**config.mk**
```make
export PLATFORM = sky130hd
export DESIGN_NAME = log_series_top
export DESIGN_NICKNAME = d
export VERILOG_FILES = /design/src/design/log_series_pkg.sv /design/src/design/operand_capture.sv /design/src/design/series_sequencer.sv /design/src/design/operator_port.sv /design/src/design/log_series_top.sv
export SDC_FILE = /design/constraint.sdc
export NUM_CORES = 1
export LEC_CHECK = 0
export BUFFER_PORTS_ARGS = -buffer_cell sky130_fd_sc_hd__buf_2
export CAP_MARGIN = 20
export CORE_MARGIN = 2
export CORE_UTILIZATION = 30
export CTS_CLUSTER_SIZE = 25
export DETAILED_ROUTE_END_ITERATION = 7
export GPL_TIMING_DRIVEN = 0
export SETUP_SLACK_MARGIN = 0.1
export SYNTH_ARGS = -nofsm -noshare
export SYNTH_HDL_FRONTEND = slang
export SYNTH_SLANG_ARGS = --single-unit
```
**constraint.sdc**
```tcl
create_clock -name clk -period 5 [get_ports clk]
set_clock_uncertainty 0.15 [all_clocks]
set_input_delay 0.5 -clock clk [delete_from_list [all_inputs] [get_ports clk]]
set_output_delay 0.5 -clock clk [all_outputs]
set_load 0.1 [all_outputs]
```
**src/design/log_series_pkg.sv**
```systemverilog
package log_series_pkg;

	// ==================================================
	// Word and operand types
	// ==================================================

	// IEEE single precision, raw bits
	typedef logic [31:0] fp_word_t;

	// One item: series argument and the value it is added to
	typedef struct packed
	{
		fp_word_t y;
		fp_word_t offset;
	} series_in_t;

	// Operands of one multiply or add request
	typedef struct packed
	{
		fp_word_t a;
		fp_word_t b;
	} op_pair_t;

	// ==================================================
	// Series coefficients
	// ==================================================

	localparam int MAX_TERMS = 8;

	// c_n = -2/(2n+1) for n = 0..7
	localparam fp_word_t COEF_TABLE [MAX_TERMS] = '{
		32'hC000_0000,
		32'hBF2A_AAAB,
		32'hBECC_CCCD,
		32'hBE92_4925,
		32'hBE63_8E39,
		32'hBE3A_2E8C,
		32'hBE1D_89D9,
		32'hBE08_8889
	};

	typedef logic [$clog2(MAX_TERMS)-1:0] term_idx_t;

endpackage

```
**src/design/operand_capture.sv**
```systemverilog
`timescale 1ns/1ps

module operand_capture
	import log_series_pkg::*;
(
	input  logic       clk,
	input  logic       reset,
	input  logic       in_strobe,
	input  series_in_t in_data,
	input  logic       finish,
	output logic       start,
	output series_in_t operands,
	output logic       busy
);

	logic accept;

	// Strobes that arrive during an item are dropped
	assign accept = in_strobe && !busy;

	always_ff @(posedge clk or posedge reset)
	begin
		if (reset)
		begin
			start <= 1'b0;
			busy  <= 1'b0;
		end
		else
		begin
			start <= accept;
			if (accept)
				busy <= 1'b1;
			else if (finish)
				busy <= 1'b0;
		end
	end

	always_ff @(posedge clk)
	begin
		if (accept)
			operands <= in_data;
	end

	// Sequencer only finishes an item that was accepted
	a_finish_when_busy: assert property (@(posedge clk) disable iff (reset)
		finish |-> busy);

endmodule

```
**src/design/series_sequencer.sv**
```systemverilog
`timescale 1ns/1ps

module series_sequencer
	import log_series_pkg::*;
#(
	parameter int N_TERMS = 8
)
(
	input  logic       clk,
	input  logic       reset,
	input  logic       start,
	input  series_in_t operands,
	output logic       mult_issue,
	output op_pair_t   mult_pair,
	input  logic       mult_ready,
	input  fp_word_t   mult_value,
	output logic       add_issue,
	output op_pair_t   add_pair,
	input  logic       add_ready,
	input  fp_word_t   add_value,
	output logic       out_strobe,
	output fp_word_t   out_result,
	output logic       finish
);

	typedef enum logic [2:0]
	{
		st_idle,
		st_square,
		st_coef_mul,
		st_accumulate,
		st_power_mul
	} state_t;

	state_t    state;
	term_idx_t idx;
	fp_word_t  y_square;
	fp_word_t  power;
	fp_word_t  accumulator;
	logic      last_term;

	if (N_TERMS < 1 || N_TERMS > MAX_TERMS)
	begin : g_bad_terms
		$error("N_TERMS must lie in 1..MAX_TERMS");
	end

	assign last_term = (idx == term_idx_t'(N_TERMS - 1));
	assign finish    = (state == st_accumulate) && add_ready && last_term;

	// ==================================================
	// Step ordering
	// ==================================================

	always_ff @(posedge clk or posedge reset)
	begin
		if (reset)
		begin
			state      <= st_idle;
			idx        <= '0;
			mult_issue <= 1'b0;
			add_issue  <= 1'b0;
			out_strobe <= 1'b0;
			out_result <= '0;
		end
		else
		begin
			mult_issue <= 1'b0;
			add_issue  <= 1'b0;
			out_strobe <= 1'b0;
			case (state)
				st_idle:
					if (start)
					begin
						state      <= st_square;
						idx        <= '0;
						mult_issue <= 1'b1;
					end
				st_square:
					if (mult_ready)
					begin
						state      <= st_coef_mul;
						mult_issue <= 1'b1;
					end
				st_coef_mul:
					if (mult_ready)
					begin
						state     <= st_accumulate;
						add_issue <= 1'b1;
					end
				st_accumulate:
					if (add_ready)
					begin
						if (last_term)
						begin
							state      <= st_idle;
							out_strobe <= 1'b1;
							out_result <= add_value;
						end
						else
						begin
							state      <= st_power_mul;
							mult_issue <= 1'b1;
						end
					end
				st_power_mul:
					if (mult_ready)
					begin
						state      <= st_coef_mul;
						idx        <= idx + term_idx_t'(1);
						mult_issue <= 1'b1;
					end
				default:
					state <= st_idle;
			endcase
		end
	end

	// Working values, loaded from the returned results
	always_ff @(posedge clk)
	begin
		if (state == st_idle && start)
		begin
			power       <= operands.y;
			accumulator <= operands.offset;
		end
		if (state == st_square && mult_ready)
			y_square <= mult_value;
		if (state == st_power_mul && mult_ready)
			power <= mult_value;
		if (state == st_accumulate && add_ready)
			accumulator <= add_value;
	end

	// ==================================================
	// Operand selection
	// ==================================================

	always_comb
	begin
		case (state)
			st_coef_mul:  mult_pair = '{a: COEF_TABLE[idx], b: power};
			st_power_mul: mult_pair = '{a: power, b: y_square};
			default:      mult_pair = '{a: power, b: power};
		endcase
	end

	// Multiplier port still holds the term while the adder works
	assign add_pair = '{a: accumulator, b: mult_value};

	a_mult_ready_state: assert property (@(posedge clk) disable iff (reset)
		mult_ready |-> state inside {st_square, st_coef_mul, st_power_mul});

	a_add_ready_state: assert property (@(posedge clk) disable iff (reset)
		add_ready |-> state == st_accumulate);

	a_idx_range: assert property (@(posedge clk) disable iff (reset)
		idx < N_TERMS);

endmodule

```
**src/design/operator_port.sv**
```systemverilog
`timescale 1ns/1ps

module operator_port
	import log_series_pkg::*;
(
	input  logic     clk,
	input  logic     reset,
	input  logic     issue,
	input  op_pair_t pair,
	output logic     ready,
	output fp_word_t value,
	output logic     req,
	output op_pair_t operands,
	input  logic     done,
	input  fp_word_t result
);

	// Set from issue until the unit answers
	logic pending;

	always_ff @(posedge clk or posedge reset)
	begin
		if (reset)
		begin
			req     <= 1'b0;
			ready   <= 1'b0;
			pending <= 1'b0;
		end
		else
		begin
			req   <= issue;
			ready <= done && pending;
			if (issue)
				pending <= 1'b1;
			else if (done)
				pending <= 1'b0;
		end
	end

	// Request operands and returned value
	always_ff @(posedge clk)
	begin
		if (issue)
			operands <= pair;
		if (done)
			value <= result;
	end

	// External unit handles one request at a time
	a_no_issue_pending: assert property (@(posedge clk) disable iff (reset)
		issue |-> !pending);

	a_done_expected: assert property (@(posedge clk) disable iff (reset)
		done |-> pending);

endmodule

```
**src/design/log_series_top.sv**
```systemverilog
`timescale 1ns/1ps

module log_series_top
	import log_series_pkg::*;
#(
	parameter int N_TERMS = 8
)
(
	input  logic       clk,
	input  logic       reset,
	input  logic       in_strobe,
	input  series_in_t in_data,
	output logic       busy,
	output logic       out_strobe,
	output fp_word_t   out_result,
	output logic       mult_req,
	output op_pair_t   mult_operands,
	input  logic       mult_done,
	input  fp_word_t   mult_result,
	output logic       add_req,
	output op_pair_t   add_operands,
	input  logic       add_done,
	input  fp_word_t   add_result
);

	logic       start;
	logic       finish;
	series_in_t operands;
	logic       mult_issue;
	op_pair_t   mult_pair;
	logic       mult_ready;
	fp_word_t   mult_value;
	logic       add_issue;
	op_pair_t   add_pair;
	logic       add_ready;
	fp_word_t   add_value;

	// ==================================================
	// Input side
	// ==================================================

	operand_capture i_operand_capture (
		.clk      (clk),
		.reset    (reset),
		.in_strobe(in_strobe),
		.in_data  (in_data),
		.finish   (finish),
		.start    (start),
		.operands (operands),
		.busy     (busy)
	);

	series_sequencer #(
		.N_TERMS(N_TERMS)
	) i_series_sequencer (
		.clk       (clk),
		.reset     (reset),
		.start     (start),
		.operands  (operands),
		.mult_issue(mult_issue),
		.mult_pair (mult_pair),
		.mult_ready(mult_ready),
		.mult_value(mult_value),
		.add_issue (add_issue),
		.add_pair  (add_pair),
		.add_ready (add_ready),
		.add_value (add_value),
		.out_strobe(out_strobe),
		.out_result(out_result),
		.finish    (finish)
	);

	// ==================================================
	// External arithmetic units
	// ==================================================

	operator_port i_mult_port (
		.clk     (clk),
		.reset   (reset),
		.issue   (mult_issue),
		.pair    (mult_pair),
		.ready   (mult_ready),
		.value   (mult_value),
		.req     (mult_req),
		.operands(mult_operands),
		.done    (mult_done),
		.result  (mult_result)
	);

	operator_port i_add_port (
		.clk     (clk),
		.reset   (reset),
		.issue   (add_issue),
		.pair    (add_pair),
		.ready   (add_ready),
		.value   (add_value),
		.req     (add_req),
		.operands(add_operands),
		.done    (add_done),
		.result  (add_result)
	);

endmodule

```
* Word level (Yosys, flattened, before mapping) *
Memory sizes are Yosys's and may differ from the RTL's.
Index checks and enable logic that the tools add are counted.

storage, ports and cells
  memories kept = 1
  output and inout port bits = 164
  register bits = 401
  word-level logic and storage cells = 90
  memory bits (read-only) = 256

memory list
  name             words  bits a word  read ports  clocked after Yosys merged registers in  write ports  RTL line                 source
  (no name shown)  8      32           1           0                                        0            series_sequencer.sv:141  st_coef_mul: mult_pair = '{a: COEF_TABLE[idx], b: power};

operators by class
  reductions and logical operators = 20
  magnitude comparators = 1
  multiplexer cells = 31
  bitwise operators = 1
  eq/ne operators = 10
  add/sub/neg operators = 1

operators by type and width
  cell                                                       number
  two-way mux 32 bit                                         6
  one-hot mux 64 bit (2 select lines)                        1
  two-way mux 3 bit                                          7
  two-way mux 1 bit                                          14
  one-hot mux 3 bit (4 select lines)                         1
  nonzero test 2 bit                                         6
  logical AND 1 bit                                          8
  inequality test 2 x 1 -> 1 bit (second input constant)     4
  equality test 3 x 2 -> 1 bit (second input constant)       2
  equality test 3 bit (second input constant)                2
  one-hot mux 3 bit (2 select lines)                         1
  AND reduction 3 bit                                        2
  greater-or-equal comparator 4 bit (second input constant)  1
  inverter 3 -> 4 bit                                        1
  AND reduction 4 bit                                        1
  adder 3 x 1 -> 3 bit (second input constant)               1
  equality test 3 x 1 -> 1 bit (second input constant)       1
  logical NOT 3 bit                                          1
  one-hot mux 1 bit (3 select lines)                         1
  inequality test 2 bit (second input constant)              1
  OR reduction 2 bit                                         1
  logical NOT 1 bit                                          1

* Depth between registers and ports, before layout *
  depth in word-level cells = 5
  gate-level depth with buffers = 7
  mapped depth without buffers = 6

* Modules after synthesis *
A second synthesis with hierarchy kept.

second synthesis, totals
  cells, all modules = 715
  area, all modules = 14512.7 um^2

modules (own cells, without submodules)
  module            instances  seq. area each (um^2)  area each (um^2)  cells each
  series_sequencer  1          3908.7                 6561.3            439
  operator_port     2          2957.8                 2980.4            103
  operand_capture   1          1971.9                 1990.7            70

* Worst setup path before layout *
No wires, ideal clock.

  path kind = reg2reg
  start point = reg i_operand_capture.busy
  end point = reg, netlist name i_operand_capture.operands[0]
  period minus slack after synthesis = 4429 ps
  data required time = 4354 ps
  stages on the path, launching flop included = 2
  setup slack = 571 ps
  data arrival time = 3784 ps
  path through = dfrtp_1 -> nor2b_1

between the ends
  cells in the longest elaborated chain, start to end = 2

ends and longest elaborated chain
  element                       RTL line               source
  start, declared               operand_capture.sv:13  output logic busy
  start signal, assigned        operand_capture.sv:26  busy <= 1'b0;
  start signal, assigned        operand_capture.sv:32  busy <= 1'b1;
  start signal, assigned        operand_capture.sv:34  busy <= 1'b0;
  logical NOT 1 bit             operand_capture.sv:19  assign accept = in_strobe && !busy;
  logical AND 1 bit             operand_capture.sv:19
  net i_operand_capture.accept  operand_capture.sv:16  logic accept;

The timed path passes the listed nets, and every way through them passes these cells.
A chain may end at the register's enable or synchronous reset.

* Worst setup path after layout *
  start point = reg i_series_sequencer.state[2]
  end point = reg i_series_sequencer.power[15] (enable)

between the ends
  cells in the longest elaborated chain, start to end = 3
  elaborated cells on any way between the ends = 5
  classes of those cells = eq/ne: 1; reduce/logical: 4

ends and longest elaborated chain
  element                                                          RTL line                                          source
  start, declared                                                  series_sequencer.sv:35                            state_t state;
  start signal, assigned                                           series_sequencer.sv:58                            state <= st_idle;
  start signal, assigned                                           series_sequencer.sv:74                            state <= st_square;
  start signal, assigned                                           series_sequencer.sv:81                            state <= st_coef_mul;
  equality test 3 bit / logical NOT 3 bit (equally long branches)  series_sequencer.sv:128, series_sequencer.sv:121
  logical AND 1 bit, on equally long branches                      series_sequencer.sv:128, series_sequencer.sv:121
  nonzero test 2 bit (no line) (*)                                 n/a
  end signal, assigned                                             series_sequencer.sv:123                           power <= operands.y;
  end signal, assigned                                             series_sequencer.sv:129                           power <= mult_value;
  end, declared                                                    series_sequencer.sv:38                            fp_word_t power;

Mark *: on every way between the ends. The rest lies on a longest branch, timed or not.

==> reports/results.txt <==
Synth Flop Type - edfxtp_1
# IOs - 297
CP max FO - 10
post-DR vias/cell - 4.30
Final setup violation count - 0
pwr dens - 391 mW/mm²
syn_nets - 818
maximum number of pins on one net before global-route repair - 43
Unique masters post-synth - 39
WHS - 251 ps
LEAKAGE - 7.48 nW
total power - 0.00758 W
clk slew on worst S/H paths - 60 ps
H-tree Lvls - 2
share of layout cells above drive strength 1 - 43.4%
clk sinks - 401
Fill cells - 4149
reg2reg setup slack - 2560 ps
drt initial violations - 371
ANT nets after route - 0
Yosys top cell by area - edfxtp_1
CTS buffer count - 45
most common cell in the netlist - edfxtp_1
critical path arrival - 2540 ps
Initial Utilization - 30.4%
initial antenna violation count - 1
Cell Area, Synth - 0.0141 mm²
row count - 79
core region area - 0.0466 mm²
die height - 221 µm
Reg2Reg Launch Point - i_series_sequencer.state[2]
clk buf depth - 3
I/O Buffers - 296
Yosys top cell area share - 74.7%
Total Routing Usage GR - 14.5%
required time of the worst setup path - 5100 ps
synth cell count leaders - 352 x edfxtp_1, 117 x mux2_2, 49 x dfrtp_1
worst skew pair latency - 550 ps
RSZ-0062 raised after global routing - no
#FFs+latches synth - 401
f_max - 0.410 GHz
slew at the pin with the worst max-slew slack - 988 ps
worst r2r path cells - 5
Synth Area per Inst - 20.9 µm²
vias in the first global route - 8446
DR DRC count - 0
drt wl/cell - 19.7 µm
top cells by area, synth - edfxtp_1 75%, mux2_2 9.3%, dfrtp_1 8.7%
clk root buf - clkbuf_16
Critical Path End - i_series_sequencer.power[15]
Area Growth Syn to Fin - 36.9%
Post-synth EDFFs - 352
max_cap viols - 0
TritonRoute pass-1 iters - 5
Die Width - 221 µm
crit path launch - i_series_sequencer.state[2]
Worst Hold Class - in -> reg
global-route wire length before repair - 52900 µm
DP HPWL - 23500 µm
CP endpoint kind - flop
GP Congestion - 0.745
Slew Limit Fails - 0
final WL - 35600 µm
total global routing overflow - 0
max_slew headroom - 34.2%
Final min period - 2440 ps
ys async rst share - 12.2%
post-CTS setup buffers - 0
RR Endpoint - i_series_sequencer.power[15]
VDD IR max - 0.320 mV
Final Hold Vio Count - 0
synth warn - 0
full die area - 0.0489 mm²
status - completed
nets - 1306
Worst setup SP type - flop
sequential fraction of the synthesis area - 83.4%
Post-Syn Instances - 678
Worst Path Class, Setup - reg -> reg
vias - 7760
TritonCTS clock tree - built
period utilisation layout - 48.8%
==> kinds of logic after synthesis <==
group	synth area share, %
fa+ha+maj	0.619
flops	83.4
buf+inv	1.06
simple gates	2.43
compound gates	2.01
mux	10.5
==> power by group <==
part | internal (W) | switching, W
combinational | 0.000213 | 0.000393
sequential | 0.00378 | 0.0000685
clock | 0.00183 | 0.00129
==> per-layer routing <==
metal | track usage, % | routed length (µm) | vias to the layer above | share of wire (%)
met2 | 23.8 | 17000 | 275 | 48
met4 | 3.59 | 591 | 0 | 1.7
li1 | - | - | 3600 | -
met1 | 18.5 | 15300 | 3839 | 43
met3 | 4.97 | 2750 | 46 | 7.7
met5 | 0 | 0 | - | 0
==> critical path, stage by stage (launching register included) <==
cell and delay (ps):
dfrtp_1 400, buf_2 280, mux2i_1 130, nor3_2 690, buf_4 320, buf_6 180
==> registers in the layout (all words and copies together) (netlist names), 3 cells and up <==
signal,cells
i_add_port.operands,64
i_series_sequencer.idx,3
i_series_sequencer.out_result,32
i_mult_port.value,32
i_series_sequencer.state,3
i_series_sequencer.accumulator,32
i_series_sequencer.y_square,32
i_operand_capture.operands,64
i_mult_port.operands,64
i_series_sequencer.power,32
i_add_port.value,32
==> stage by stage <==
stage / util (%) / setup TNS, ps / cell area (µm²) / setup slack (ps) / instances
floorplan: - / 0 / 14100 / 571 / 678
global placement: 35.2 / -225780 / 16400 / -2160 / 1581
detailed placement: 35.8 / 0 / 16700 / 2440 / 1596
CTS: 41.5 / 0 / 19300 / 2430 / 1803
global route: 41.6 / 0 / 19400 / 2260 / 1804
finish: 41.6 / 0 / 19400 / 2560 / 1805
==> cell usage in the layout (no fill, tap or decap), types with 3 or more instances in the layout <==
cell,Yosys,final
ha_1,7,7
clkinv_2,0,3
buf_2,15,311
o21ai_0,12,12
nand2_1,31,31
dfrtp_1,49,47
a22o_1,4,4
edfxtp_1,352,352
inv_1,8,7
nor2b_1,7,6
a21o_1,6,6
a21oi_1,5,5
clkinv_1,0,7
bufinv_16,0,3
buf_12,0,4
buf_16,0,4
nor2_1,5,4
mux2_2,117,117
clkbuf_1,2,14
buf_1,3,3
mux2i_1,3,3
and2_1,5,5
clkinvlp_4,0,3
dlygate4sd3_1,0,129
clkbuf_16,0,45
mux2_1,12,12
buf_4,3,4
o21a_1,8,8
buf_6,0,6
==> worst min path at each step <==
stage                                        from                        endpoint  cells after the start
6_report                                in_strobe  i_operand_capture.operands[29]                      2
5_1_grt                                 in_strobe  i_operand_capture.operands[36]                      2
4_1_cts                                 in_strobe  i_operand_capture.operands[29]                      2
3_3_place_gp   i_series_sequencer.accumulator[26]         i_add_port.operands[58]                      0
3_5_place_dp    i_series_sequencer.accumulator[5]         i_add_port.operands[37]                      0
2_1_floorplan   i_series_sequencer.accumulator[0]         i_add_port.operands[32]                      0
==> repair_timing <==
| item | in CTS | in global routing |
|---|---|---|
| setup endpoints to repair | 0 | 0 |
| hold buffers | 129 | 0 |
| endpoints found under the hold margin | 148 | 0 |
| gates resized for setup | 0 | 0 |
==> cell type report <==
class                   instances  area [µm²]  share of cell area [%]
diodes                          1        2.50                  0.0129
plain buffers                  23         116                   0.601
clock buffers                  58        1180                    6.12
clock inverters                20         189                   0.976
inverters                       9        33.8                   0.174
multi-input cells             245        2220                    11.5
flip-flops and latches        401       11800                    61.0
well taps                     607         759                    3.92
repair buffers                441        3050                    15.8
Power figures use the tool's default switching activity.
